**src/design/mul_pkg.sv**
```systemverilog
package mul_pkg;

    // widest datapath the unit is built for
    localparam int unsigned MAX_XLEN = 64;

    // ----------------------------------------------------------------------
    // operation codes
    // ----------------------------------------------------------------------
    // NOP stands for anything the issue logic sends that is not a multiply
    typedef enum logic [3:0] {
        NOP    = 4'd0,
        MUL    = 4'd1,
        MULH   = 4'd2,
        MULHU  = 4'd3,
        MULHSU = 4'd4,
        MULW   = 4'd5,
        CLMUL  = 4'd6,
        CLMULH = 4'd7,
        CLMULR = 4'd8
    } mul_op_e;

    // ----------------------------------------------------------------------
    // helpers
    // ----------------------------------------------------------------------
    // true for the eight multiply codes
    // MULW only exists on a 64 bit datapath
    function automatic logic is_mul_op(input mul_op_e op, input int unsigned xlen);
        logic hit;
        case (op)
            MUL, MULH, MULHU, MULHSU: hit = 1'b1;
            CLMUL, CLMULH, CLMULR:    hit = 1'b1;
            MULW:                     hit = (xlen == 64);
            default:                  hit = 1'b0;
        endcase
        return hit;
    endfunction

    // sign-extend a 32 bit word to the widest datapath
    // narrower users take the low XLEN bits
    function automatic logic [MAX_XLEN-1:0] sext32(input logic [31:0] word);
        return {{(MAX_XLEN-32){word[31]}}, word};
    endfunction

endpackage

```
**src/design/mul_stage_if.sv**
```systemverilog


// raw products, product stage -> result stage
interface mul_product_if #(
    parameter int unsigned XLEN          = 64,
    parameter int unsigned TRANS_ID_BITS = 3
);
    import mul_pkg::*;

    logic                     valid;
    logic [TRANS_ID_BITS-1:0] trans_id;
    mul_op_e                  op;
    logic [2*XLEN-1:0]        prod;
    logic [XLEN-1:0]          clprod;

    modport producer (output valid, trans_id, op, prod, clprod);
    modport consumer (input  valid, trans_id, op, prod, clprod);
endinterface

```
**src/design/mul_result_stage.sv**
```systemverilog
`timescale 1ns/1ps

module mul_result_stage #(
    parameter int unsigned XLEN          = 64,
    parameter int unsigned TRANS_ID_BITS = 3
) (
    input  logic                     clk_i,
    input  logic                     rst_ni,
    mul_product_if.consumer          in_i,
    output logic                     valid_o,
    output logic [TRANS_ID_BITS-1:0] trans_id_o,
    output logic [XLEN-1:0]          result_o
);
    import mul_pkg::*;

    logic [MAX_XLEN-1:0] mulw_word;
    logic [XLEN-1:0]     result_d;

    // low 32 bits sign-extended, cut to the datapath
    assign mulw_word = sext32(in_i.prod[31:0]);

    // ----------------------------------------------------------------------
    // result select
    // ----------------------------------------------------------------------
    always_comb begin : p_sel
        case (in_i.op)
            // upper word for all three high variants
            MULH, MULHU, MULHSU: result_d = in_i.prod[2*XLEN-1:XLEN];
            MULW:                result_d = mulw_word[XLEN-1:0];
            // clprod is the plain low word or the reversed-mode word
            CLMUL, CLMULR:       result_d = in_i.clprod;
            // high half is the reversed word moved down one place
            CLMULH:              result_d = in_i.clprod >> 1;
            // MUL, and NOP beats that nobody reads
            default:             result_d = in_i.prod[XLEN-1:0];
        endcase
    end

    // ----------------------------------------------------------------------
    // output register
    // ----------------------------------------------------------------------
    always_ff @(posedge clk_i or negedge rst_ni) begin
        if (!rst_ni) begin
            valid_o    <= 1'b0;
            trans_id_o <= '0;
            result_o   <= '0;
        end else begin
            valid_o    <= in_i.valid;
            trans_id_o <= in_i.trans_id;
            result_o   <= result_d;
        end
    end

endmodule

```
**src/flat_wrapper.sv**
```systemverilog
// flat-port wrapper written by rule: the top's interface ports become plain ports
module mul_result_stage_flat import mul_pkg::*;
#(
    parameter int unsigned XLEN          = 64,
    parameter int unsigned TRANS_ID_BITS = 3
)
  (clk_i, rst_ni, valid_o, trans_id_o, result_o, in_i_valid, in_i_trans_id, in_i_op, in_i_prod, in_i_clprod);
  mul_product_if #(.XLEN(XLEN), .TRANS_ID_BITS(TRANS_ID_BITS)) in_i_i ();
  input  logic clk_i;
  input  logic rst_ni;
  output logic valid_o;
  output logic [TRANS_ID_BITS-1:0] trans_id_o;
  output logic [XLEN-1:0] result_o;
  input wire logic [$bits(in_i_i.valid)-1:0] in_i_valid;
  input wire logic [$bits(in_i_i.trans_id)-1:0] in_i_trans_id;
  input wire logic [$bits(in_i_i.op)-1:0] in_i_op;
  input wire logic [$bits(in_i_i.prod)-1:0] in_i_prod;
  input wire logic [$bits(in_i_i.clprod)-1:0] in_i_clprod;
  assign in_i_i.valid = in_i_valid;
  assign in_i_i.trans_id = in_i_trans_id;
  assign in_i_i.op = in_i_op;
  assign in_i_i.prod = in_i_prod;
  assign in_i_i.clprod = in_i_clprod;
  mul_result_stage #(.XLEN(XLEN), .TRANS_ID_BITS(TRANS_ID_BITS)) u_core (.clk_i(clk_i), .rst_ni(rst_ni), .in_i(in_i_i), .valid_o(valid_o), .trans_id_o(trans_id_o), .result_o(result_o));
endmodule
```
**config.mk**
```make
export PLATFORM = sky130hd
export DESIGN_NAME = mul_result_stage_flat
export DESIGN_NICKNAME = d
export VERILOG_FILES = /design/src/design/mul_pkg.sv /design/src/design/mul_stage_if.sv /design/src/design/mul_result_stage.sv /design/src/flat_wrapper.sv
export SDC_FILE = /design/constraint.sdc
export NUM_CORES = 1
export LEC_CHECK = 0
export BUFFER_PORTS_ARGS = -buffer_cell sky130_fd_sc_hd__buf_2
export CAP_MARGIN = 25
export CORE_MARGIN = 1
export CORE_UTILIZATION = 35
export CTS_CLUSTER_SIZE = 28
export DETAILED_ROUTE_END_ITERATION = 6
export PLACE_DENSITY = 0.85
export RECOVER_POWER = 25
export SLEW_MARGIN = 30
export SYNTH_ARGS = -nofsm -noshare
export SYNTH_HDL_FRONTEND = slang
export SYNTH_SLANG_ARGS = --single-unit
```
**constraint.sdc**
```tcl
create_clock -name clk_i -period 0.8 [get_ports clk_i]
set_clock_uncertainty 0.1 [all_clocks]
set_input_delay 0.12 -clock clk_i [delete_from_list [all_inputs] [get_ports clk_i]]
set_output_delay 0.12 -clock clk_i [all_outputs]
set_load 0.005 [all_outputs]
```
; After elaboration in Yosys (flattened, before gate mapping)
; Index checks and enable logic that the tools add are counted.
[totals]
elab_cells = 13
in_bits = 202
register_bits = 68
[classes]
reduce_logical = 2
n_mux = 1
eq_ne = 7
[op_table]
columns = op, n
row1 = one-hot mux 64 bit (4 select lines), 1
row2 = == test 4 x 3 -> 1 bit (second input constant), 4
row3 = == test 4 x 2 -> 1 bit (second input constant), 2
row4 = == test 4 bit (second input constant), 1
row5 = OR reduction 3 bit, 1
row6 = OR reduction 2 bit, 1

; Longest topological paths before layout
; Gate-level depths: netlist (run 1).
[logic_depth]
ltp_word = 3
depth_mapped = 7
ltp_nobuf = 4

; Worst setup path before layout (run 1)
; OpenSTA, ideal clock, no wires.
[synth_timing]
path_kind = input port to flip-flop
startpoint = input in_i_op[2]
endpoint = register u_core.result_o[30]
path_stages = 5
arrival_time_ns = 1.339
setup_time_ns = 0.126
slack_ns = -0.765
path_cell_list = buf_6 -> or4b_4 -> o21a_4 -> buf_6 -> a221o_1
[synth_via]
elab_chain_len = 3
[synth_rtl]
columns = item, line_no
row1 = "start, declared", flat_wrapper.sv:16  ; input wire logic [$bits(in_i_i.op)-1:0] in_i_op;
row2 = "== test 4 x 2 -> 1 bit, or another cell as far along", mul_result_stage.sv:26  ; case (in_i.op)
row3 = OR reduction 3 bit or OR reduction 2 bit (tied branches), mul_result_stage.sv:26
row4 = one-hot mux 64 bit (4 select lines) *, mul_result_stage.sv:26
row5 = net u_core.result_d[30], mul_result_stage.sv:17  ; logic [XLEN-1:0] result_d;
row6 = "end signal, assigned", mul_result_stage.sv:50  ; result_o <= result_d;
row7 = "end, declared", mul_result_stage.sv:12  ; output logic [XLEN-1:0] result_o
; Mark *: on every way through the listed nets, which the timed path passes. The rest lies on a longest branch.

; Worst setup path after layout (run 1)
[layout_timing]
startpoint = input in_i_op[0]
endpoint = register u_core.result_o[29]
; Same word-level chain as after synthesis.

==> results.py, run 1 <==
metrics = {
    "logic_synthesis": {
        "synth_warnings": 0,
        "synth_cell_types": 27,
        "synth.top_cell.area_share": 0.447,
        "async_flop_share": 1.00,
        "yosysTopAreaCell": "dfrtp_1",
        "synth_area_per_cell_sq_um": 8.98,
        "synth-edff-count": 0,
        "netlist_area_sq_um": 3810,
        "syn_inst": 424,
        "yosysMostFrequentCell": "dfrtp_1",
        "synthTopCellsByArea": "dfrtp_1, a221o_1, a21oi_1, mux2i_1, nor2_1",
        "synth_seq_area_share": 0.447,
        "synth-seq-cells": 68,
        "ys.flop_type": "dfrtp_1",
        "synth_nets": 626,
        "synth_commonest_cells": "dfrtp_1, a21oi_1, nor2_1",
    },
    "routing": {
        "post-route-drc-count": 0,
        "drtAntennaViolNets": 0,
        "viasPerCell": 5.54,
        "route.vias.total": 4901,
        "drtIter0Drc": 405,
        "routedWlPerCell_microns": 18.1,
        "wl_mm": 16.0,
        "dr.pass1.iters": 5,
    },
    "die": {
        "ios": 270,
        "rows": 37,
        "core_sq_um": 10400,
        "die_w_microns": 106,
        "initial_core_util": 0.365,
        "die_h_microns": 106,
        "die-area_sq_um": 11300,
    },
    "worst_setup_path": {
        "worst_setup_path_end_kind": "flop",
        "path_max_fanout": 16,
        "worstSetupPathType": "in -> reg",
        "required_ns": 0.91,
        "arrival_ns": 1.37,
        "startpoint_type": "primary input",
    },
    "power_and_ir_drop": {
        "cellLeakagePower_nw": 3.03,
        "ir_worst_vdd_mv": 1.04,
        "power_density_nw_per_um2": 1490,
    },
    "run_status": {
        "violations": "negative hold slack, negative setup slack",
        "status": "complete, but fails checks",
    },
    "grt": {
        "grt_max_degree": 43,
        "antenna_found_initial": 1,
        "grtUsageTotal": 0.274,
        "grt_pass1_vias": 5053,
        "grt_pass1_wl_mm": 24.1,
        "grt_overflow": 0,
    },
    "timing": {
        "fin_worst_hold_slack_ns": -0.0957,
        "worst_pin_slew_ns": 0.415,
        "setup-violations-final": 132,
        "rsz0062_at_grt": "yes",
        "worst_slack_ns": -0.460,
        "fin_crit_sh": 1.57,
        "post-route-min-period_ns": 1.26,
        "fmax_ghz": 0.794,
        "hold_viol": 39,
        "slew_headroom": 0.723,
        "drv_slew": 0,
    },
    "cts": {
        "holdBufCountCts": 36,
        "clock-sinks": 68,
        "ctsLongestPathBuffers": 2,
        "cts_made_buffers": 9,
        "cts_setup_buffers": 0,
        "root_buffer": "clkbuf_8",
        "cts.clk_slew.worst_paths_ns": 0.08,
        "h-tree-depth": 3,
        "cts_tree": "yes",
    },
    "place": {
        "post-dp-hpwl_mm": 11.0,
        "placed_area_sq_um": 5580,
        "port_buffers": 269,
        "place.gp.congestion": 0.847,
        "dp_slack_ns": -0.825,
    },
    "final_layout": {
        "fin_nets": 946,
        "design_area_sq_um": 6280,
        "drive_gt1_frac": 0.469,
        "antennaDiodeCount": 0,
        "syn_to_final_growth_pct": 65.1,
        "register_area_sq_um": 1700,
        "fillers": 918,
        "multi_input_area_sq_um": 2030,
    },
    "job": {
        "maxCapViolations": 0,
    },
    "min_path": {
        "holdPathStages": 2,
        "hp-class": "in -> reg",
    },
}
stage by stage:
step / setup TNS, ns / utilization / hold WS [ns] / cells / power, mW
floorplan: -43.54 / - / -0.276 / 424 / 4.95
global placement: -49.27 / 0.536 / -0.00765 / 831 / 6.27
detailed placement: -50.31 / 0.536 / -0.0109 / 831 / 6.32
CTS: -44.52 / 0.596 / -0.111 / 885 / 9.31
global route: -46.87 / 0.603 / -0.118 / 885 / 9.82
finish: -44.21 / 0.603 / -0.0957 / 885 / 9.39
critical path, stage by stage:
cell,delay [ns]
buf_6,0.09
or4b_4,0.60
o21a_4,0.22
a221o_1,0.33
layer usage:
metal  vias to the layer above  routed length [microns]  share of wire  GRT usage
met2                       312                     8060           0.50      0.479
met1                      2314                     5950           0.37      0.314
met5                         -                       13        0.00081          0
met3                        66                     1390          0.087     0.0644
met4                         2                      575          0.036      0.128
li1                       2207                        -              -          -
where the power goes:
part / switching (mW) / internal, mW / total (mW) / leakage, nW
clock network: 1.38 / 1.43 / 2.81 / 0.0931
logic: 1.30 / 1.39 / 2.69 / 2.13
registers: 0.0912 / 3.79 / 3.89 / 0.806
cell families (layout without fill, tap and decap cells):
group | Yosys count | in the layout | share of synthesized area
AOI/OAI and AO/OA | 175 | 176 | 0.310
and+or+nand+nor | 115 | 115 | 0.125
DFF | 68 | 68 | 0.447
buffers and inverters | 43 | 367 | 0.0579
muxes | 23 | 23 | 0.0605
final timing paths:
path,slack [ns],start,to
setup / recovery,-0.46,in_i_op[0],u_core.result_o[29]$_DFF_PN0_
hold / removal,-0.1,in_i_prod[19],u_core.result_o[19]$_DFF_PN0_
max in group asynchronous,0.06,rst_ni,u_core.result_o[60]$_DFF_PN0_
min in group asynchronous,0.19,rst_ni,u_core.valid_o$_DFF_PN0_
placed cells by master (no fill, tap or decap), drive strengths merged:
cell type    Yosys  layout
a21o             8       8
a21oi           57      57
a221o           32      32
a221oi          23      23
a31o             1       1
a31oi            8       8
a41oi            1       1
and3             1       1
buf             27     312
bufinv           0       1
clkbuf          15      13
clkinv           0       3
clkinvlp         0       1
dfrtp           68      68
dlygate4sd3      0      36
inv              1       1
mux2i           23      23
nand2           50      50
nand3b           1       1
nand4            1       1
nor2            57      57
nor2b            2       2
nor3b            1       1
nor4b            1       1
o21a             1       2
o21ai           43      43
o21ba            1       1
or4b             1       1
registers in the layout (all words and copies together), names as in the netlist:
| register | count |
|---|---|
| u_core.result_o | 64 |
| u_core.trans_id_o | 3 |
| u_core.valid_o | 1 |
final cells by class:
type | instances | area share
Tap cell | 136 | 0.0271
Clock inverter | 5 | 0.00836
Clock buffer | 11 | 0.0209
Timing Repair Buffer | 350 | 0.350
Multi-Input combinational cell | 314 | 0.322
Inverter | 1 | 0.000597
Sequential cell | 68 | 0.271
repair_timing:
item                                   in CTS  in global routing
cloned                                      2                  0
endpoints found under the hold margin     136                 41
setup endpoints to repair                 132                132
gates resized for setup                    11                 19
pin swaps                                   2                  2
No activity file was read; power rests on OpenSTA's default activity.
==> run 2, diff against run 1 <==
PLACE_DENSITY = unset   (was 0.85)
PLACE_DENSITY_LB_ADDON = 0.25   (was unset)
==> results.py, run 2 (synthesis results as in run 1) <==
metrics = {
    "routing": {
        "post-route-drc-count": 0,
        "viasPerCell": 5.45,
        "drtAntennaViolNets": 0,
        "routedWlPerCell_microns": 18.2,
        "route.vias.total": 4866,
        "wl_mm": 16.2,
        "dr.pass1.iters": 5,
        "drtIter0Drc": 306,
    },
    "worst_setup_path": {
        "path_max_fanout": 8,
        "crit_path_max_incr_delay_ns": 0.56,
        "startpoint_type": "primary input",
        "required_ns": 0.92,
        "path_cells": "buf_6, or4b_4, buf_4, o21a_4, a221o_1",
        "slowest_stage": "or4b_4",
        "worstSetupPathType": "in -> reg",
        "arrival_ns": 1.42,
        "worst_setup_path_end_kind": "flop",
    },
    "timing": {
        "worst_slack_ns": -0.501,
        "setup-violations-final": 132,
        "post-route-min-period_ns": 1.30,
        "slew_headroom": 0.724,
        "fin_worst_hold_slack_ns": -0.0886,
        "hold_viol": 41,
        "drv_slew": 0,
        "fmax_ghz": 0.768,
        "worst_pin_slew_ns": 0.415,
        "rsz0062_at_grt": "yes",
        "fin_crit_sh": 1.63,
    },
    "power_and_ir_drop": {
        "power_density_nw_per_um2": 1470,
        "combPwrFrac": 0.297,
        "cellLeakagePower_nw": 3.09,
        "clkPwrFrac": 0.298,
        "p_sw_mw": 2.75,
        "p_seq_frac": 0.405,
        "switching_share": 0.287,
        "ir_worst_vdd_mv": 0.680,
        "p_int_mw": 6.85,
    },
    "place": {
        "post-dp-hpwl_mm": 10.6,
        "place.gp.congestion": 0.840,
        "placedCellCount": 835,
        "port_buffers": 269,
        "placed_area_sq_um": 5590,
    },
    "grt": {
        "use_met1": 0.332,
        "grt-busiest-layer": "met2",
        "grt_pass1_wl_mm": 24.1,
        "met2_usage": 0.465,
        "grtUsageTotal": 0.275,
        "grt_max_degree": 43,
        "grt_pass1_vias": 4947,
        "grt_overflow": 0,
        "antenna_found_initial": 0,
        "use_met3": 0.0460,
    },
    "cts": {
        "cts_made_buffers": 9,
        "h-tree-depth": 3,
        "clock-sinks": 68,
        "cts.clk_slew.worst_paths_ns": 0.07,
        "cts_tree": "yes",
        "root_buffer": "clkbuf_8",
        "ctsLongestPathBuffers": 2,
    },
    "final_layout": {
        "final_cell_mix": "buf_2, dfrtp_1, nand2_1, a21oi_1, o21ai_0",
        "antennaDiodeCount": 0,
        "largest_reg_flops": 64,
        "reg_top3": "u_core.result_o x64, u_core.trans_id_o x3, u_core.valid_o x1",
        "fin_nets": 956,
        "largest-register": "u_core.result_o",
        "drive_gt1_frac": 0.514,
        "fin_cells": 893,
        "layout_commonest_cell": "buf_2",
        "design_area_sq_um": 6540,
        "syn_to_final_growth_pct": 71.8,
    },
    "die": {
        "initial_core_util": 0.365,
        "rows": 37,
        "ios": 270,
        "die_h_microns": 106,
        "die_w_microns": 106,
        "die-area_sq_um": 11300,
        "core_sq_um": 10400,
    },
    "min_path": {
        "hp-class": "in -> reg",
        "holdPathEnd": "u_core.result_o[7]$_DFF_PN0_",
        "holdPathStages": 2,
        "hp-start": "in_i_prod[7]",
    },
    "run_status": {
        "violations": "negative hold slack, negative setup slack",
        "status": "complete, but fails checks",
    },
    "job": {
        "maxCapViolations": 0,
    },
}
-- run 2: cell types whose count changed in the layout (fill, tap and decap cells not counted), moves of 3 or more --
cell	delta
a21oi_2	+10
nor2_4	+16
buf_4	+3
a31oi_1	+3
nor2_1	-22
nor2_2	+6
a21oi_1	-10
buf_6	+7
-- run 2: worst max-delay path: cells and delay by family --
| kind | cells | cell delay (ns) |
|---|---|---|
| AO/OA/AOI/OAI | 2 | 0.46 |
| buffers and inverters | 2 | 0.27 |
| AND/OR/NAND/NOR | 1 | 0.56 |
-- run 2: timing repair --
item                                    4_1_cts  5_1_grt
hold buffers                                 36        1
cloned                                        3        3
endpoints found under the setup margin      132      132
buffers inserted                              0        1
resized for setup                            38       37
pin swaps                                     3        1
hold endpoints to repair                    136       41
-- run 2: stage by stage --
stage / setup WS (ns) / power, mW / TNS, ns / utilization
CTS: -0.468 / 9.47 / -46.15 / 0.607
floorplan: -0.742 / 4.95 / -43.54 / -
global route: -0.523 / 10.1 / -49.48 / 0.628
detailed placement: -0.855 / 6.33 / -51.77 / 0.537
global placement: -0.830 / 6.29 / -50.39 / 0.537
finish: -0.501 / 9.60 / -45.61 / 0.628
-- run 2: power by group through the flow --
| stage | registers [mW] | clock network, mW | logic (mW) |
|---|---|---|---|
| detailed placement | 3.95 | 0 | 2.39 |
| floorplan | 4.01 | 0 | 0.936 |
| finish | 3.89 | 2.86 | 2.86 |
| CTS | 3.89 | 2.91 | 2.68 |
| global route | 3.92 | 3.06 | 3.08 |
| global placement | 3.94 | 0 | 2.35 |
-- run 2: area by class of cell --
| cell class | instances | area [sq um] |
|---|---|---|
| flip-flops and latches | 68 | 1700 |
| inverters | 1 | 3.75 |
| clock inverters | 2 | 35.0 |
| repair buffers | 359 | 2280 |
| clock buffers | 12 | 155 |
| multi-input cells | 315 | 2190 |
| fillers | 866 | 3880 |
| well taps | 136 | 170 |
-- run 2: metal layers --
layer  up-vias  part of all wire
li1       2233                 -
met2       287              0.50
met4         0             0.035
met3        49             0.071
met1      2297              0.39
met5         -                 0
-- run 2: worst max-delay path by stage --
stage	slack (ns)	startpoint	end
floorplan	-0.74	in_i_op[2]	u_core.result_o[30]$_DFF_PN0_
global placement	-0.83	in_i_op[0]	u_core.result_o[5]$_DFF_PN0_
detailed placement	-0.85	in_i_op[0]	u_core.result_o[0]$_DFF_PN0_
CTS	-0.47	in_i_op[2]	u_core.result_o[62]$_DFF_PN0_
global route	-0.52	in_i_op[0]	u_core.result_o[55]$_DFF_PN0_
finish	-0.50	in_i_op[0]	u_core.result_o[14]$_DFF_PN0_
