<file path="config.mk">
export PLATFORM = sky130hd
export DESIGN_NAME = mul_operand_stage_flat
export DESIGN_NICKNAME = d
export VERILOG_FILES = /design/src/design/mul_pkg.sv /design/src/design/mul_stage_if.sv /design/src/design/mul_operand_stage.sv /design/src/flat_wrapper.sv
export SDC_FILE = /design/constraint.sdc
export NUM_CORES = 1
export LEC_CHECK = 0
export ABC_CLOCK_PERIOD_IN_PS = 900
export BUFFER_PORTS_ARGS = -buffer_cell sky130_fd_sc_hd__buf_4
export CORE_MARGIN = 3
export CORE_UTILIZATION = 50
export DETAILED_ROUTE_END_ITERATION = 6
export PLACE_DENSITY = 0.78
export SYNTH_ARGS = -nofsm -noshare
export SYNTH_HDL_FRONTEND = slang
export SYNTH_SLANG_ARGS = --single-unit
</file>
<file path="constraint.sdc">
create_clock -name clk_i -period 0.9 [get_ports clk_i]
set_clock_uncertainty 0.15 [all_clocks]
set_input_delay 0.27 -clock clk_i [delete_from_list [all_inputs] [get_ports clk_i]]
set_output_delay 0.27 -clock clk_i [all_outputs]
set_load 0.03 [all_outputs]
</file>
<file path="src/design/mul_pkg.sv">
package mul_pkg;

    // widest datapath the unit is built for
    localparam int unsigned MAX_XLEN = 64;

    // ----------------------------------------------------------------------
    // operation codes
    // ----------------------------------------------------------------------
    // NOP stands for anything the issue logic sends that is not a multiply
    typedef enum logic [3:0] {
        NOP    = 4'd0,
        MUL    = 4'd1,
        MULH   = 4'd2,
        MULHU  = 4'd3,
        MULHSU = 4'd4,
        MULW   = 4'd5,
        CLMUL  = 4'd6,
        CLMULH = 4'd7,
        CLMULR = 4'd8
    } mul_op_e;

    // ----------------------------------------------------------------------
    // helpers
    // ----------------------------------------------------------------------
    // true for the eight multiply codes
    // MULW only exists on a 64 bit datapath
    function automatic logic is_mul_op(input mul_op_e op, input int unsigned xlen);
        logic hit;
        case (op)
            MUL, MULH, MULHU, MULHSU: hit = 1'b1;
            CLMUL, CLMULH, CLMULR:    hit = 1'b1;
            MULW:                     hit = (xlen == 64);
            default:                  hit = 1'b0;
        endcase
        return hit;
    endfunction

    // sign-extend a 32 bit word to the widest datapath
    // narrower users take the low XLEN bits
    function automatic logic [MAX_XLEN-1:0] sext32(input logic [31:0] word);
        return {{(MAX_XLEN-32){word[31]}}, word};
    endfunction

endpackage

</file>
<file path="src/design/mul_stage_if.sv">
`timescale 1ns/1ps

// prepared operands, operand stage -> product stage
interface mul_operand_if #(
    parameter int unsigned XLEN          = 64,
    parameter int unsigned TRANS_ID_BITS = 3
);
    import mul_pkg::*;

    logic                     valid;
    logic [TRANS_ID_BITS-1:0] trans_id;
    mul_op_e                  op;
    // one extra bit carries the sign by operation
    logic [XLEN:0]            a_ext;
    logic [XLEN:0]            b_ext;
    // carry-less operands, already reversed for CLMULH / CLMULR
    logic [XLEN-1:0]          cl_a;
    logic [XLEN-1:0]          cl_b;

    modport producer (output valid, trans_id, op, a_ext, b_ext, cl_a, cl_b);
    modport consumer (input  valid, trans_id, op, a_ext, b_ext, cl_a, cl_b);
endinterface


</file>
<file path="src/design/mul_operand_stage.sv">
`timescale 1ns/1ps

module mul_operand_stage #(
    parameter int unsigned XLEN          = 64,
    parameter int unsigned TRANS_ID_BITS = 3
) (
    input  logic                     clk_i,
    input  logic                     rst_ni,
    input  logic                     valid_i,
    input  mul_pkg::mul_op_e         op_i,
    input  logic [TRANS_ID_BITS-1:0] trans_id_i,
    input  logic [XLEN-1:0]          operand_a_i,
    input  logic [XLEN-1:0]          operand_b_i,
    mul_operand_if.producer          out_o
);
    import mul_pkg::*;

    logic            mul_valid;
    logic            sign_a;
    logic            sign_b;
    logic            rev_mode;
    logic [XLEN-1:0] a_rev;
    logic [XLEN-1:0] b_rev;

    // ----------------------------------------------------------------------
    // filter and sign selection
    // ----------------------------------------------------------------------
    // non-multiply ops never enter the pipe
    assign mul_valid = valid_i && is_mul_op(op_i, XLEN);

    always_comb begin : p_sign_sel
        sign_a = 1'b0;
        sign_b = 1'b0;
        // signed x signed
        if (op_i == MULH) begin
            sign_a = 1'b1;
            sign_b = 1'b1;
        // signed x unsigned
        end else if (op_i == MULHSU) begin
            sign_a = 1'b1;
        end
    end

    // ----------------------------------------------------------------------
    // carry-less operand reversal
    // ----------------------------------------------------------------------
    // high and reversed modes work on bit-reversed inputs
    assign rev_mode = (op_i == CLMULH) || (op_i == CLMULR);
    assign a_rev    = {<<{operand_a_i}};
    assign b_rev    = {<<{operand_b_i}};

    // ----------------------------------------------------------------------
    // stage register
    // ----------------------------------------------------------------------
    always_ff @(posedge clk_i or negedge rst_ni) begin
        if (!rst_ni) begin
            out_o.valid    <= 1'b0;
            out_o.trans_id <= '0;
            out_o.op       <= NOP;
            out_o.a_ext    <= '0;
            out_o.b_ext    <= '0;
            out_o.cl_a     <= '0;
            out_o.cl_b     <= '0;
        end else begin
            out_o.valid    <= mul_valid;
            out_o.trans_id <= trans_id_i;
            // rejected beats travel as NOP
            out_o.op       <= mul_valid ? op_i : NOP;
            out_o.a_ext    <= {operand_a_i[XLEN-1] & sign_a, operand_a_i};
            out_o.b_ext    <= {operand_b_i[XLEN-1] & sign_b, operand_b_i};
            out_o.cl_a     <= rev_mode ? a_rev : operand_a_i;
            out_o.cl_b     <= rev_mode ? b_rev : operand_b_i;
        end
    end

endmodule

</file>
<file path="src/flat_wrapper.sv">
// flat-port wrapper written by rule: the top's interface ports become plain ports
module mul_operand_stage_flat import mul_pkg::*;
#(
    parameter int unsigned XLEN          = 64,
    parameter int unsigned TRANS_ID_BITS = 3
)
  (clk_i, rst_ni, valid_i, op_i, trans_id_i, operand_a_i, operand_b_i, out_o_valid, out_o_trans_id, out_o_op, out_o_a_ext, out_o_b_ext, out_o_cl_a, out_o_cl_b);
  mul_operand_if #(.XLEN(XLEN), .TRANS_ID_BITS(TRANS_ID_BITS)) out_o_i ();
  input  logic clk_i;
  input  logic rst_ni;
  input  logic valid_i;
  input  mul_pkg::mul_op_e op_i;
  input  logic [TRANS_ID_BITS-1:0] trans_id_i;
  input  logic [XLEN-1:0] operand_a_i;
  input  logic [XLEN-1:0] operand_b_i;
  output wire logic [$bits(out_o_i.valid)-1:0] out_o_valid;
  output wire logic [$bits(out_o_i.trans_id)-1:0] out_o_trans_id;
  output wire logic [$bits(out_o_i.op)-1:0] out_o_op;
  output wire logic [$bits(out_o_i.a_ext)-1:0] out_o_a_ext;
  output wire logic [$bits(out_o_i.b_ext)-1:0] out_o_b_ext;
  output wire logic [$bits(out_o_i.cl_a)-1:0] out_o_cl_a;
  output wire logic [$bits(out_o_i.cl_b)-1:0] out_o_cl_b;
  assign out_o_valid = out_o_i.valid;
  assign out_o_trans_id = out_o_i.trans_id;
  assign out_o_op = out_o_i.op;
  assign out_o_a_ext = out_o_i.a_ext;
  assign out_o_b_ext = out_o_i.b_ext;
  assign out_o_cl_a = out_o_i.cl_a;
  assign out_o_cl_b = out_o_i.cl_b;
  mul_operand_stage #(.XLEN(XLEN), .TRANS_ID_BITS(TRANS_ID_BITS)) u_core (.clk_i(clk_i), .rst_ni(rst_ni), .valid_i(valid_i), .op_i(op_i), .trans_id_i(trans_id_i), .operand_a_i(operand_a_i), .operand_b_i(operand_b_i), .out_o(out_o_i));
endmodule
</file>
==> impl_metrics.csv, run 1 <==
group,metric,value,unit
logic_synthesis,avgSynthCellArea,11.3,um2
logic_synthesis,ys_types,22,
logic_synthesis,synth_largest_area_cell,"dfrtp_1",
floorplanning,initial_core_util,51.0,%
clock_network,cts_hold_buf,133,
placed_design,gp_congestion,0.854,
clock_network,cts_resized,536,
logic_synthesis,syn_area,0.0133,mm2
clock_network,cts_buffer_depth,3,
floorplanning,rows,59,
logic_synthesis,synth_nets,1315,
run_status,failing_step,"clock tree synthesis",
logic_synthesis,yosysWarningCount,0,
logic_synthesis,syn-instance-count,1177,
placed_design,dp_hpwl,30.0,mm
floorplanning,io_pins,404,
logic_synthesis,ys.flop_type,"dfrtp_1",
clock_network,cts_setup_buffers,48,
logic_synthesis,ys_seq_elements,266,
logic_synthesis,synth_edf_count,0,
logic_synthesis,synth_area_leaders,"dfrtp_1 50%, a221oi_2 13%, or4b_1 9.6%",
clock_network,clock-sinks,266,
placed_design,place_area,0.0188,mm2
clock_network,numCtsBuffers,29,
placed_design,port-buffer-count,403,
clock_network,cts_root_buffer,"clkbuf_16",
run_status,status,"did not finish",
floorplanning,die_y,169,um
run_status,firstError,"[ERROR DPL-0033] detailed placement checks failed during check placement.",
logic_synthesis,synth.yosys.seq_area_share,49.9,%
logic_synthesis,synthArstFlopShare,100,%
clock_network,htree_levels,1,
logic_synthesis,synth_top_area_share,49.9,%
floorplanning,die_w,169,um
synthesized netlist by cell type, types with 2 or more instances:
cell type,n
or4b_1,128
clkbuf_1,66
a21oi_1,128
a221oi_2,119
xnor2_1,2
o22ai_1,128
nand2b_1,128
inv_1,128
dfrtp_1,266
buf_4,5
and2_1,4
buf_6,21
buf_2,37
a221oi_1,9
cell families after synthesis:
group	count (synthesis)	share of synthesized area, %
and+or+nand+nor	267	16.2
DFF	266	49.9
xor gates and xnor gates	2	0.131
AOI/OAI and AO/OA	385	24.9
buffers and inverters	257	8.91
per-stage QoR:
step,setup WS [ns],setup TNS (ns),instances
after detailed placement,-0.902,-119.09,2013
after global placement,-0.833,-113.29,2013
after floorplan,-0.608,-77.93,1177
==> run 2: changes to the inputs <==
--- a/config.mk
+++ b/config.mk
@@ -8,9 +8,9 @@
 export ABC_CLOCK_PERIOD_IN_PS = 900
 export BUFFER_PORTS_ARGS = -buffer_cell sky130_fd_sc_hd__buf_4
 export CORE_MARGIN = 3
-export CORE_UTILIZATION = 50
+export CORE_UTILIZATION = 35
 export DETAILED_ROUTE_END_ITERATION = 6
-export PLACE_DENSITY = 0.78
+export PLACE_DENSITY_LB_ADDON = 0.15
 export SYNTH_ARGS = -nofsm -noshare
 export SYNTH_HDL_FRONTEND = slang
 export SYNTH_SLANG_ARGS = --single-unit
==> run 2 against run 1 <==
  * The flow now finishes, with violations (negative hold slack, negative setup slack)
  * Synthesized cell count unchanged
  * Area after synthesis unchanged
==> impl_metrics.csv, run 2 <==
group,metric,value,unit
run_status,status,"complete, but fails checks",
run_status,violations,"negative hold slack, negative setup slack",
timing,finalSetupViolCount,400,
logic_synthesis,ys_types,22,
detailed_routing,via_per_inst,5.44,
logic_synthesis,synth_largest_area_cell,"dfrtp_1",
logic_synthesis,synth_nets,1315,
timing,slew_viol_final,0,
critical_path,critPathKind,"register to output port",
global_routing,grt_pass1_vias,14829,
clock_network,cts_tree,"yes",
clock_network,clk_pin_slew,0.06,ns
pwr,leakagePower,11.5,nW
timing,min_period,1.57,ns
critical_path,path_buf_inv,1,
floorplanning,dieArea,0.0405,mm2
min_path,hp-class,"primary input to asynchronous set/reset pin",
detailed_routing,drc,0,
floorplanning,io_pins,404,
cells_and_area,fin_util,70.6,%
global_routing,grt_pass1_wl,90.8,mm
detailed_routing,final_antenna_net_count,0,
timing,worst_slew_pin_slew,0.397,ns
clock_network,numCtsBuffers,31,
critical_path,cp-end-kind,"output port",
clock_network,clock-sinks,266,
logic_synthesis,avgSynthCellArea,11.3,um2
detailed_routing,wl,59.9,mm
logic_synthesis,ys.flop_type,"dfrtp_1",
logic_synthesis,synth_most_common_cell,"dfrtp_1",
critical_path,critPathTopFamily,"flip-flops",
critical_path,cp_max_fo,1,
cells_and_area,multiInputGateArea,0.00702,mm2
cells_and_area,final_cell_mix,"361 x buf_4, 290 x buf_6, 266 x dfrtp_1",
logic_synthesis,yosysWarningCount,0,
critical_path,critPathLaunchType,"register",
logic_synthesis,synth.yosys.seq_area_share,49.9,%
logic_synthesis,synth_area_leaders,"dfrtp_1 50%, a221oi_2 13%, or4b_1 9.6%",
timing,rsz0062_at_grt,"true",
logic_synthesis,synth_edf_count,0,
detailed_routing,drt_iter0_markers,795,
clock_network,cts_root_buffer,"clkbuf_16",
placed_design,dp_hpwl,31.7,mm
global_routing,grtUsageTotal,28.5,%
global_routing,grt_overflow,0,
clock_network,htree_levels,1,
logic_synthesis,ys_seq_elements,266,
global_routing,antenna_found_initial,2,
cells_and_area,layout-drive-gt1-share,61.4,%
pwr,p_per_area,1510,mW/mm2
floorplanning,rows,70,
timing,period_share,174,%
detailed_routing,firstDrtPassIters,5,
cells_and_area,top_regs,"u_core.out_o.a_ext: 65 flops, u_core.out_o.b_ext: 65 flops",
logic_synthesis,syn-instance-count,1177,
floorplanning,core,0.0370,mm2
cells_and_area,fin_cells,2527,
logic_synthesis,synthArstFlopShare,100,%
timing,post-route-worst-setup-slack,-0.666,ns
critical_path,critPathRequiredTime,0.48,ns
logic_synthesis,syn_area,0.0133,mm2
placed_design,port-buffer-count,403,
timing,relSlewSlack,73.5,%
cells_and_area,fillerInstances,2465,
timing,finalHoldViolCount,5,
job,maxCapViolations,0,
cells_and_area,syn_to_final_growth,96.3,%
timing,fmax,639,MHz
timing,whs,-0.0521,ns
cells_and_area,layout.nets,2135,
cells_and_area,mostFrequentLayoutCell,"buf_4",
critical_path,slowest_delay,0.41,ns
critical_path,path_cells,"buf_6",
floorplanning,die_w,201,um
floorplanning,die_y,201,um
critical_path,arrival,1.15,ns
global_routing,grt_max_degree,48,
placed_design,gp_congestion,0.786,
detailed_routing,vias,13758,
cells_and_area,seqCellArea,0.00666,mm2
logic_synthesis,synth_top_area_share,49.9,%
floorplanning,initial_core_util,36.0,%
clock_network,cts_buffer_depth,3,
placed_design,place_inst,2220,
pwr,ir_drop,1.39,mV
critical_path,critPathSlowestCell,"dfrtp_1",
detailed_routing,routedWlPerCell,23.7,um
-- run 2: area by class of cell --
class	instances	share of cell area, %
Inverter	128	1.84
Clock buffer	40	3.36
Tap cell	504	2.41
Multi-Input combinational cell	654	26.8
Antenna cell	2	0.0191
Sequential cell	266	25.4
Timing Repair Buffer	916	39.2
Clock inverter	17	0.947
-- run 2: routing by layer --
layer,vias up,global-route usage [%],routed length [um]
li1,6083,-,-
met1,7002,35.9,24000
met2,556,49.3,29900
met3,117,5.61,4090
met4,0,9.15,1850
met5,-,0,0
-- run 2: timing repair --
action / in CTS / in global routing
setup buffers: 64 / 15
resized for setup: 521 / 119
cloned: 57 / 2
endpoints found under the hold margin: 530 / 9
hold buffers: 133 / 1
endpoints found under the setup margin: 394 / 401
pin swaps: 220 / 162
-- run 2: final timing paths --
kind,from,to,slack [ns],depth (start not counted)
hold / removal,rst_ni,u_core.out_o.a_ext[6],-0.05,2
min in group clk_i,operand_b_i[37],u_core.out_o.cl_b[26],0,4
setup / recovery,u_core.out_o.cl_b[25],out_o_cl_b[25],-0.67,1
max in group asynchronous,rst_ni,u_core.out_o.b_ext[57],0.08,4
-- run 2: cells by family after synthesis --
| kind of cell | after synthesis | synth area share (%) |
|---|---|---|
| xor+xnor | 2 | 0.131 |
| compound gates | 385 | 24.9 |
| flops | 266 | 49.9 |
| buf+inv | 257 | 8.91 |
| simple gates | 267 | 16.2 |
-- run 2: stage by stage --
step | area, um2 | setup TNS [ns] | setup WS (ns) | hold WS, ns | power [W]
6_report | 26200 | -202.99 | -0.666 | -0.0521 | 0.0395
4_1_cts | 25900 | -207.95 | -0.690 | -0.0896 | 0.0395
2_1_floorplan | 14100 | -77.93 | -0.608 | -0.176 | 0.0182
3_3_place_gp | 19300 | -108.62 | -0.783 | -0.0792 | 0.0223
3_5_place_dp | 19300 | -110.43 | -0.806 | -0.0806 | 0.0224
5_1_grt | 26200 | -212.44 | -0.699 | -0.0653 | 0.0409
-- run 2: report_power, final --
part	internal, W	switching (W)
registers	0.0129	0.000543
clock network	0.00858	0.00535
logic	0.00608	0.00612
No activity file was read; power rests on OpenSTA's default activity.
==> run 3: changes to the inputs <==
--- a/config.mk
+++ b/config.mk
@@ -11,6 +11,7 @@
 export CORE_UTILIZATION = 35
 export DETAILED_ROUTE_END_ITERATION = 6
 export PLACE_DENSITY_LB_ADDON = 0.15
+export SKIP_CTS_REPAIR_TIMING = 1
 export SYNTH_ARGS = -nofsm -noshare
 export SYNTH_HDL_FRONTEND = slang
 export SYNTH_SLANG_ARGS = --single-unit
==> run 3 against run 2 <==
  * The flow still finishes with violations (negative hold slack, negative setup slack)
  * Sequential power about the same
  * Combinational power shrank 7%
  * Routed wire length decreased by 7.7%
  * Largest cell class unchanged
  * Clock-buffer cell count did not move
  * Die area stayed put
  * Via count down 3.2%
  * Flip-flop and latch count stayed put
  * Largest power group unchanged
  * Sequential share of layout area grew 1.4 points
  * Clock power is essentially flat
==> impl_metrics.csv, run 3 (synthesis gave the netlist of run 2 again) <==
group,metric,value,unit
cells_and_area,mostFrequentLayoutCell,"buf_4",
floorplanning,dieArea,0.0405,mm2
pwr,leakagePower,10.9,nW
timing,min_period,1.56,ns
detailed_routing,via_per_inst,5.38,
run_status,violations,"negative hold slack, negative setup slack",
floorplanning,rows,70,
job,maxCapViolations,0,
pwr,p_per_area,1560,mW/mm2
critical_path,arrival,1.14,ns
placed_design,dp_hpwl,31.7,mm
timing,whs,-0.0521,ns
cells_and_area,fin_cells,2478,
global_routing,antenna_found_initial,2,
cells_and_area,fin_util,67.0,%
placed_design,place_ws,-0.806,ns
timing,finalSetupTns,-195.24,ns
critical_path,path_cells,"buf_6",
timing,fmax,639,MHz
detailed_routing,drt_iter0_markers,683,
critical_path,critPathSlowestCell,"dfrtp_1",
cells_and_area,final_cell_mix,"351 x buf_4, 284 x buf_6, 266 x dfrtp_1",
critical_path,critPathRequiredTime,0.48,ns
clock_network,clk_pin_slew,0.06,ns
clock_network,htree_levels,1,
critical_path,crit_start,"u_core.out_o.a_ext[0]",
cells_and_area,layout.nets,2087,
floorplanning,io_pins,404,
clock_network,cts_root_buffer,"clkbuf_16",
placed_design,place_inst,2220,
run_status,status,"complete, but fails checks",
global_routing,grt_pass1_vias,12324,
critical_path,cp-end-kind,"output port",
min_path,hp-class,"primary input to asynchronous set/reset pin",
placed_design,port-buffer-count,403,
detailed_routing,vias,13322,
floorplanning,die_y,201,um
cells_and_area,top_regs,"u_core.out_o.a_ext: 65 flops, u_core.out_o.b_ext: 65 flops",
timing,period_share,174,%
critical_path,slowest_delay,0.42,ns
cells_and_area,syn_to_final_growth,86.1,%
pwr,ir_drop,1.38,mV
global_routing,grt_overflow,0,
floorplanning,initial_core_util,36.0,%
timing,worst_slew_pin_slew,0.388,ns
floorplanning,die_w,201,um
timing,post-route-worst-setup-slack,-0.664,ns
timing,finalSetupViolCount,398,
detailed_routing,firstDrtPassIters,5,
detailed_routing,final_antenna_net_count,0,
timing,rsz0062_at_grt,"true",
floorplanning,core,0.0370,mm2
clock_network,clock-sinks,266,
timing,slew_viol_final,0,
clock_network,cts_buffer_depth,3,
cells_and_area,layout-drive-gt1-share,55.7,%
critical_path,path_buf_inv,1,
global_routing,grt_max_degree,62,
global_routing,grtUsageTotal,21.4,%
timing,relSlewSlack,74.1,%
detailed_routing,routedWlPerCell,22.3,um
cells_and_area,fillerInstances,2744,
critical_path,critPathKind,"register to output port",
clock_network,numCtsBuffers,31,
pwr,power,0.0387,W
detailed_routing,drc,0,
placed_design,gp_congestion,0.786,
global_routing,grt_pass1_wl,70.6,mm
critical_path,critPathLaunchType,"register",
clock_network,cts_tree,"yes",
timing,finalHoldViolCount,13,
critical_path,cp_max_fo,1,
critical_path,critPathTopFamily,"flip-flops",
detailed_routing,wl,55.2,mm
run 3: cell types whose count changed in the layout (fill, tap and decap cells not counted), moves of 9 or more:
cell	change
a21oi_2	+15
a21oi_4	-20
a221oi_4	+9
buf_12	-20
buf_16	-32
buf_4	-10
clkbuf_16	+30
o22ai_1	+11
o22ai_2	-10
or4b_1	+74
or4b_4	-74
run 3: cell type report:
class / count / area (um2) / share of cell area, %
Antenna cell: 1 / 2.50 / 0.0101
Clock inverter: 17 / 248 / 0.998
Multi-Input combinational cell: 654 / 6570 / 26.5
Timing Repair Buffer: 868 / 9350 / 37.7
Clock buffer: 40 / 880 / 3.54
Inverter: 128 / 480 / 1.94
Sequential cell: 266 / 6660 / 26.8
Tap cell: 504 / 631 / 2.54
run 3: routing by layer:
layer	vias up	part of all wire, %	routed length [um]	track usage, %
met4	2	2.4	1330	5.43
met5	-	0.024	13	0
li1	5996	-	-	-
met1	6742	41	22700	27.9
met3	91	7.3	4050	5.82
met2	491	49	27100	35.5
run 3: where the power goes:
| group | total [W] | switching (W) | internal, W |
|---|---|---|---|
| clock | 0.0139 | 0.00535 | 0.00858 |
| combinational | 0.0113 | 0.00577 | 0.00555 |
| sequential | 0.0134 | 0.000538 | 0.0129 |
run 3: path summary, 6_finish.rpt:
| path | slack, ns | depth (start not counted) | end |
|---|---|---|---|
| worst max-delay path | -0.66 | 1 | out_o_a_ext[0] |
| worst min-delay path | -0.05 | 2 | u_core.out_o.a_ext[6] |
| max in group asynchronous | 0.10 | 4 | u_core.out_o.cl_b[55] |
| min in group clk_i | -0.03 | 3 | u_core.out_o.cl_a[39] |
run 3: metrics by stage:
step                instance area [um2]  hold slack [ns]
global placement                  19300          -0.0792
global route                      24800          -0.0667
floorplan                         14100           -0.176
CTS                               20400           -0.689
detailed placement                19300          -0.0806
finish                            24800          -0.0521
==> run 4: changes to the inputs <==
--- a/config.mk
+++ b/config.mk
@@ -8,7 +8,7 @@
 export ABC_CLOCK_PERIOD_IN_PS = 900
 export BUFFER_PORTS_ARGS = -buffer_cell sky130_fd_sc_hd__buf_4
 export CORE_MARGIN = 3
-export CORE_UTILIZATION = 35
+export CORE_UTILIZATION = 29
 export DETAILED_ROUTE_END_ITERATION = 6
 export PLACE_DENSITY_LB_ADDON = 0.15
 export SKIP_CTS_REPAIR_TIMING = 1
==> run 4 against run 3 <==
  * The run still ends with negative hold slack, negative setup slack left
  * Via count is 2.2% lower
  * Clock-buffer cell count is 10 higher
  * Routed wire length is 2.0% higher
  * Total power is 2.8% lower
  * First-iteration DRC count is 11% lower
  * Clock power is 8% lower
  * Sequential share of layout area hardly changed
  * Non-clock buffer count is 12 lower
  * Flip-flop and latch count stayed put
  * Core utilization is 12 points lower
==> impl_metrics.csv, run 4 (synthesis gave the netlist of run 2 again) <==
group,metric,value,unit
detailed_routing,final_antenna_net_count,0,
clock_network,clock-sinks,266,
critical_path,critPathRequiredTime,0.48,ns
cells_and_area,top_regs,"u_core.out_o.a_ext: 65 flops, u_core.out_o.b_ext: 65 flops",
timing,min_period,1.57,ns
clock_network,cts_root_buffer,"clkbuf_16",
placed_design,port-buffer-count,403,
placed_design,place_ws,-0.886,ns
clock_network,cts_buffer_depth,3,
pwr,p_sw,0.0115,W
pwr,seq_power_share,35.7,%
placed_design,dp_hpwl,33.5,mm
run_status,violations,"negative hold slack, negative setup slack",
cells_and_area,fin_util,55.4,%
timing,finalHoldViolCount,6,
detailed_routing,drt_iter0_markers,605,
job,maxCapViolations,0,
clock_network,clk_pin_slew,0.06,ns
pwr,swShare,30.5,%
critical_path,critPathCapture,"out_o_cl_b[13]",
floorplanning,dieArea,0.0486,mm2
detailed_routing,via_per_inst,5.10,
pwr,ir_drop,1.27,mV
critical_path,critPathTopFamily,"flip-flops",
global_routing,met2_usage,29.6,%
detailed_routing,drc,0,
cells_and_area,layout.nets,2075,
floorplanning,initial_core_util,29.8,%
detailed_routing,vias,13030,
global_routing,grt_max_degree,58,
critical_path,path_cells,"buf_6",
critical_path,arrival,1.15,ns
detailed_routing,firstDrtPassIters,5,
cells_and_area,final_cell_mix,"336 x buf_4, 292 x buf_6, 266 x dfrtp_1",
global_routing,grt_use_met1,23.9,%
cells_and_area,layout-drive-gt1-share,55.3,%
critical_path,slowest_delay,0.42,ns
global_routing,busiest_layer,"met2",
placed_design,place_inst,2296,
cells_and_area,fillerInstances,3834,
detailed_routing,wl,56.3,mm
global_routing,grtUsageTotal,18.2,%
clock_network,htree_levels,1,
cells_and_area,multiInputGateArea,0.00670,mm2
critical_path,crit_start,"u_core.out_o.cl_b[13]",
critical_path,critical_path_depth,1,
timing,worst_slew_pin_slew,0.392,ns
critical_path,critPathLaunchType,"register",
clock_network,cts_tree,"yes",
cells_and_area,mostFrequentLayoutCell,"buf_4",
floorplanning,die_w,220,um
floorplanning,io_pins,404,
pwr,p_clk_share,34.1,%
timing,finalSetupViolCount,398,
critical_path,critPathKind,"register to output port",
critical_path,path_buf_inv,1,
timing,period_share,175,%
cells_and_area,syn_to_final_growth,86.2,%
pwr,leakagePower,10.8,nW
timing,slew_viol_final,0,
global_routing,antenna_found_initial,4,
placed_design,gp_congestion,0.802,
floorplanning,die_y,220,um
pwr,comb_power_share,30.2,%
pwr,p_per_area,1510,mW/mm2
global_routing,grtUsageMet3,5.66,%
timing,whs,-0.0505,ns
timing,finalSetupTns,-191.73,ns
timing,rsz0062_at_grt,"true",
timing,fmax,636,MHz
floorplanning,core,0.0448,mm2
global_routing,grt_overflow,0,
floorplanning,rows,77,
clock_network,numCtsBuffers,31,
critical_path,cp_max_fo,1,
min_path,hp-class,"primary input to asynchronous set/reset pin",
critical_path,critPathSlowestCell,"dfrtp_1",
run_status,status,"complete, but fails checks",
timing,post-route-worst-setup-slack,-0.673,ns
cells_and_area,fin_cells,2555,
global_routing,grt_pass1_wl,69.7,mm
critical_path,cp-end-kind,"output port",
timing,relSlewSlack,73.8,%
cells_and_area,seqCellArea,0.00666,mm2
detailed_routing,routedWlPerCell,22.1,um
pwr,p_int,0.0261,W
global_routing,grt_pass1_vias,11805,
-- run 4: worst min-delay path by stage --
| stage | endpoint | cells after the start | slack (ns) | start |
|---|---|---|---|---|
| after floorplan | u_core.out_o.a_ext[0] | 0 | -0.18 | rst_ni |
| after global placement | u_core.out_o.trans_id[2] | 1 | -0.07 | rst_ni |
| after detailed placement | u_core.out_o.trans_id[2] | 1 | -0.07 | rst_ni |
| after CTS | u_core.out_o.trans_id[2] | 1 | -0.69 | rst_ni |
| after global routing | u_core.out_o.trans_id[2] | 2 | -0.07 | rst_ni |
| final | u_core.out_o.trans_id[2] | 2 | -0.05 | rst_ni |
-- run 4: metrics by stage --
stage	total power, W	instance area [um2]
2_1_floorplan	0.0182	14100
3_3_place_gp	0.0223	19300
3_5_place_dp	0.0224	19300
4_1_cts	0.0353	20300
5_1_grt	0.0391	24800
6_report	0.0376	24800
-- run 4: final cells by class --
class | instances | share of cell area [%]
timing repair buffer | 856 | 37.1
multi-input combinational | 654 | 27.0
sequential | 266 | 26.8
clock buffer | 50 | 3.81
tap | 592 | 2.98
inverter | 128 | 1.94
clock inverter | 7 | 0.363
antenna | 2 | 0.0202
-- run 4: power groups by stage --
stage | Combinational, W | Sequential, W | Clock (W)
floorplan | 0.00294 | 0.0152 | 0
global placement | 0.00885 | 0.0135 | 0
detailed placement | 0.00894 | 0.0134 | 0
CTS | 0.00895 | 0.0133 | 0.0131
global route | 0.0120 | 0.0135 | 0.0136
finish | 0.0114 | 0.0134 | 0.0128
-- run 4: routing by layer --
layer  wire [um]  up-vias  part of all wire (%)
met4        1250        0                   2.2
met5           0        -                     0
met3        4270       70                   7.6
met2       27200      391                    48
met1       23600     6610                    42
li1            -     5959                     -
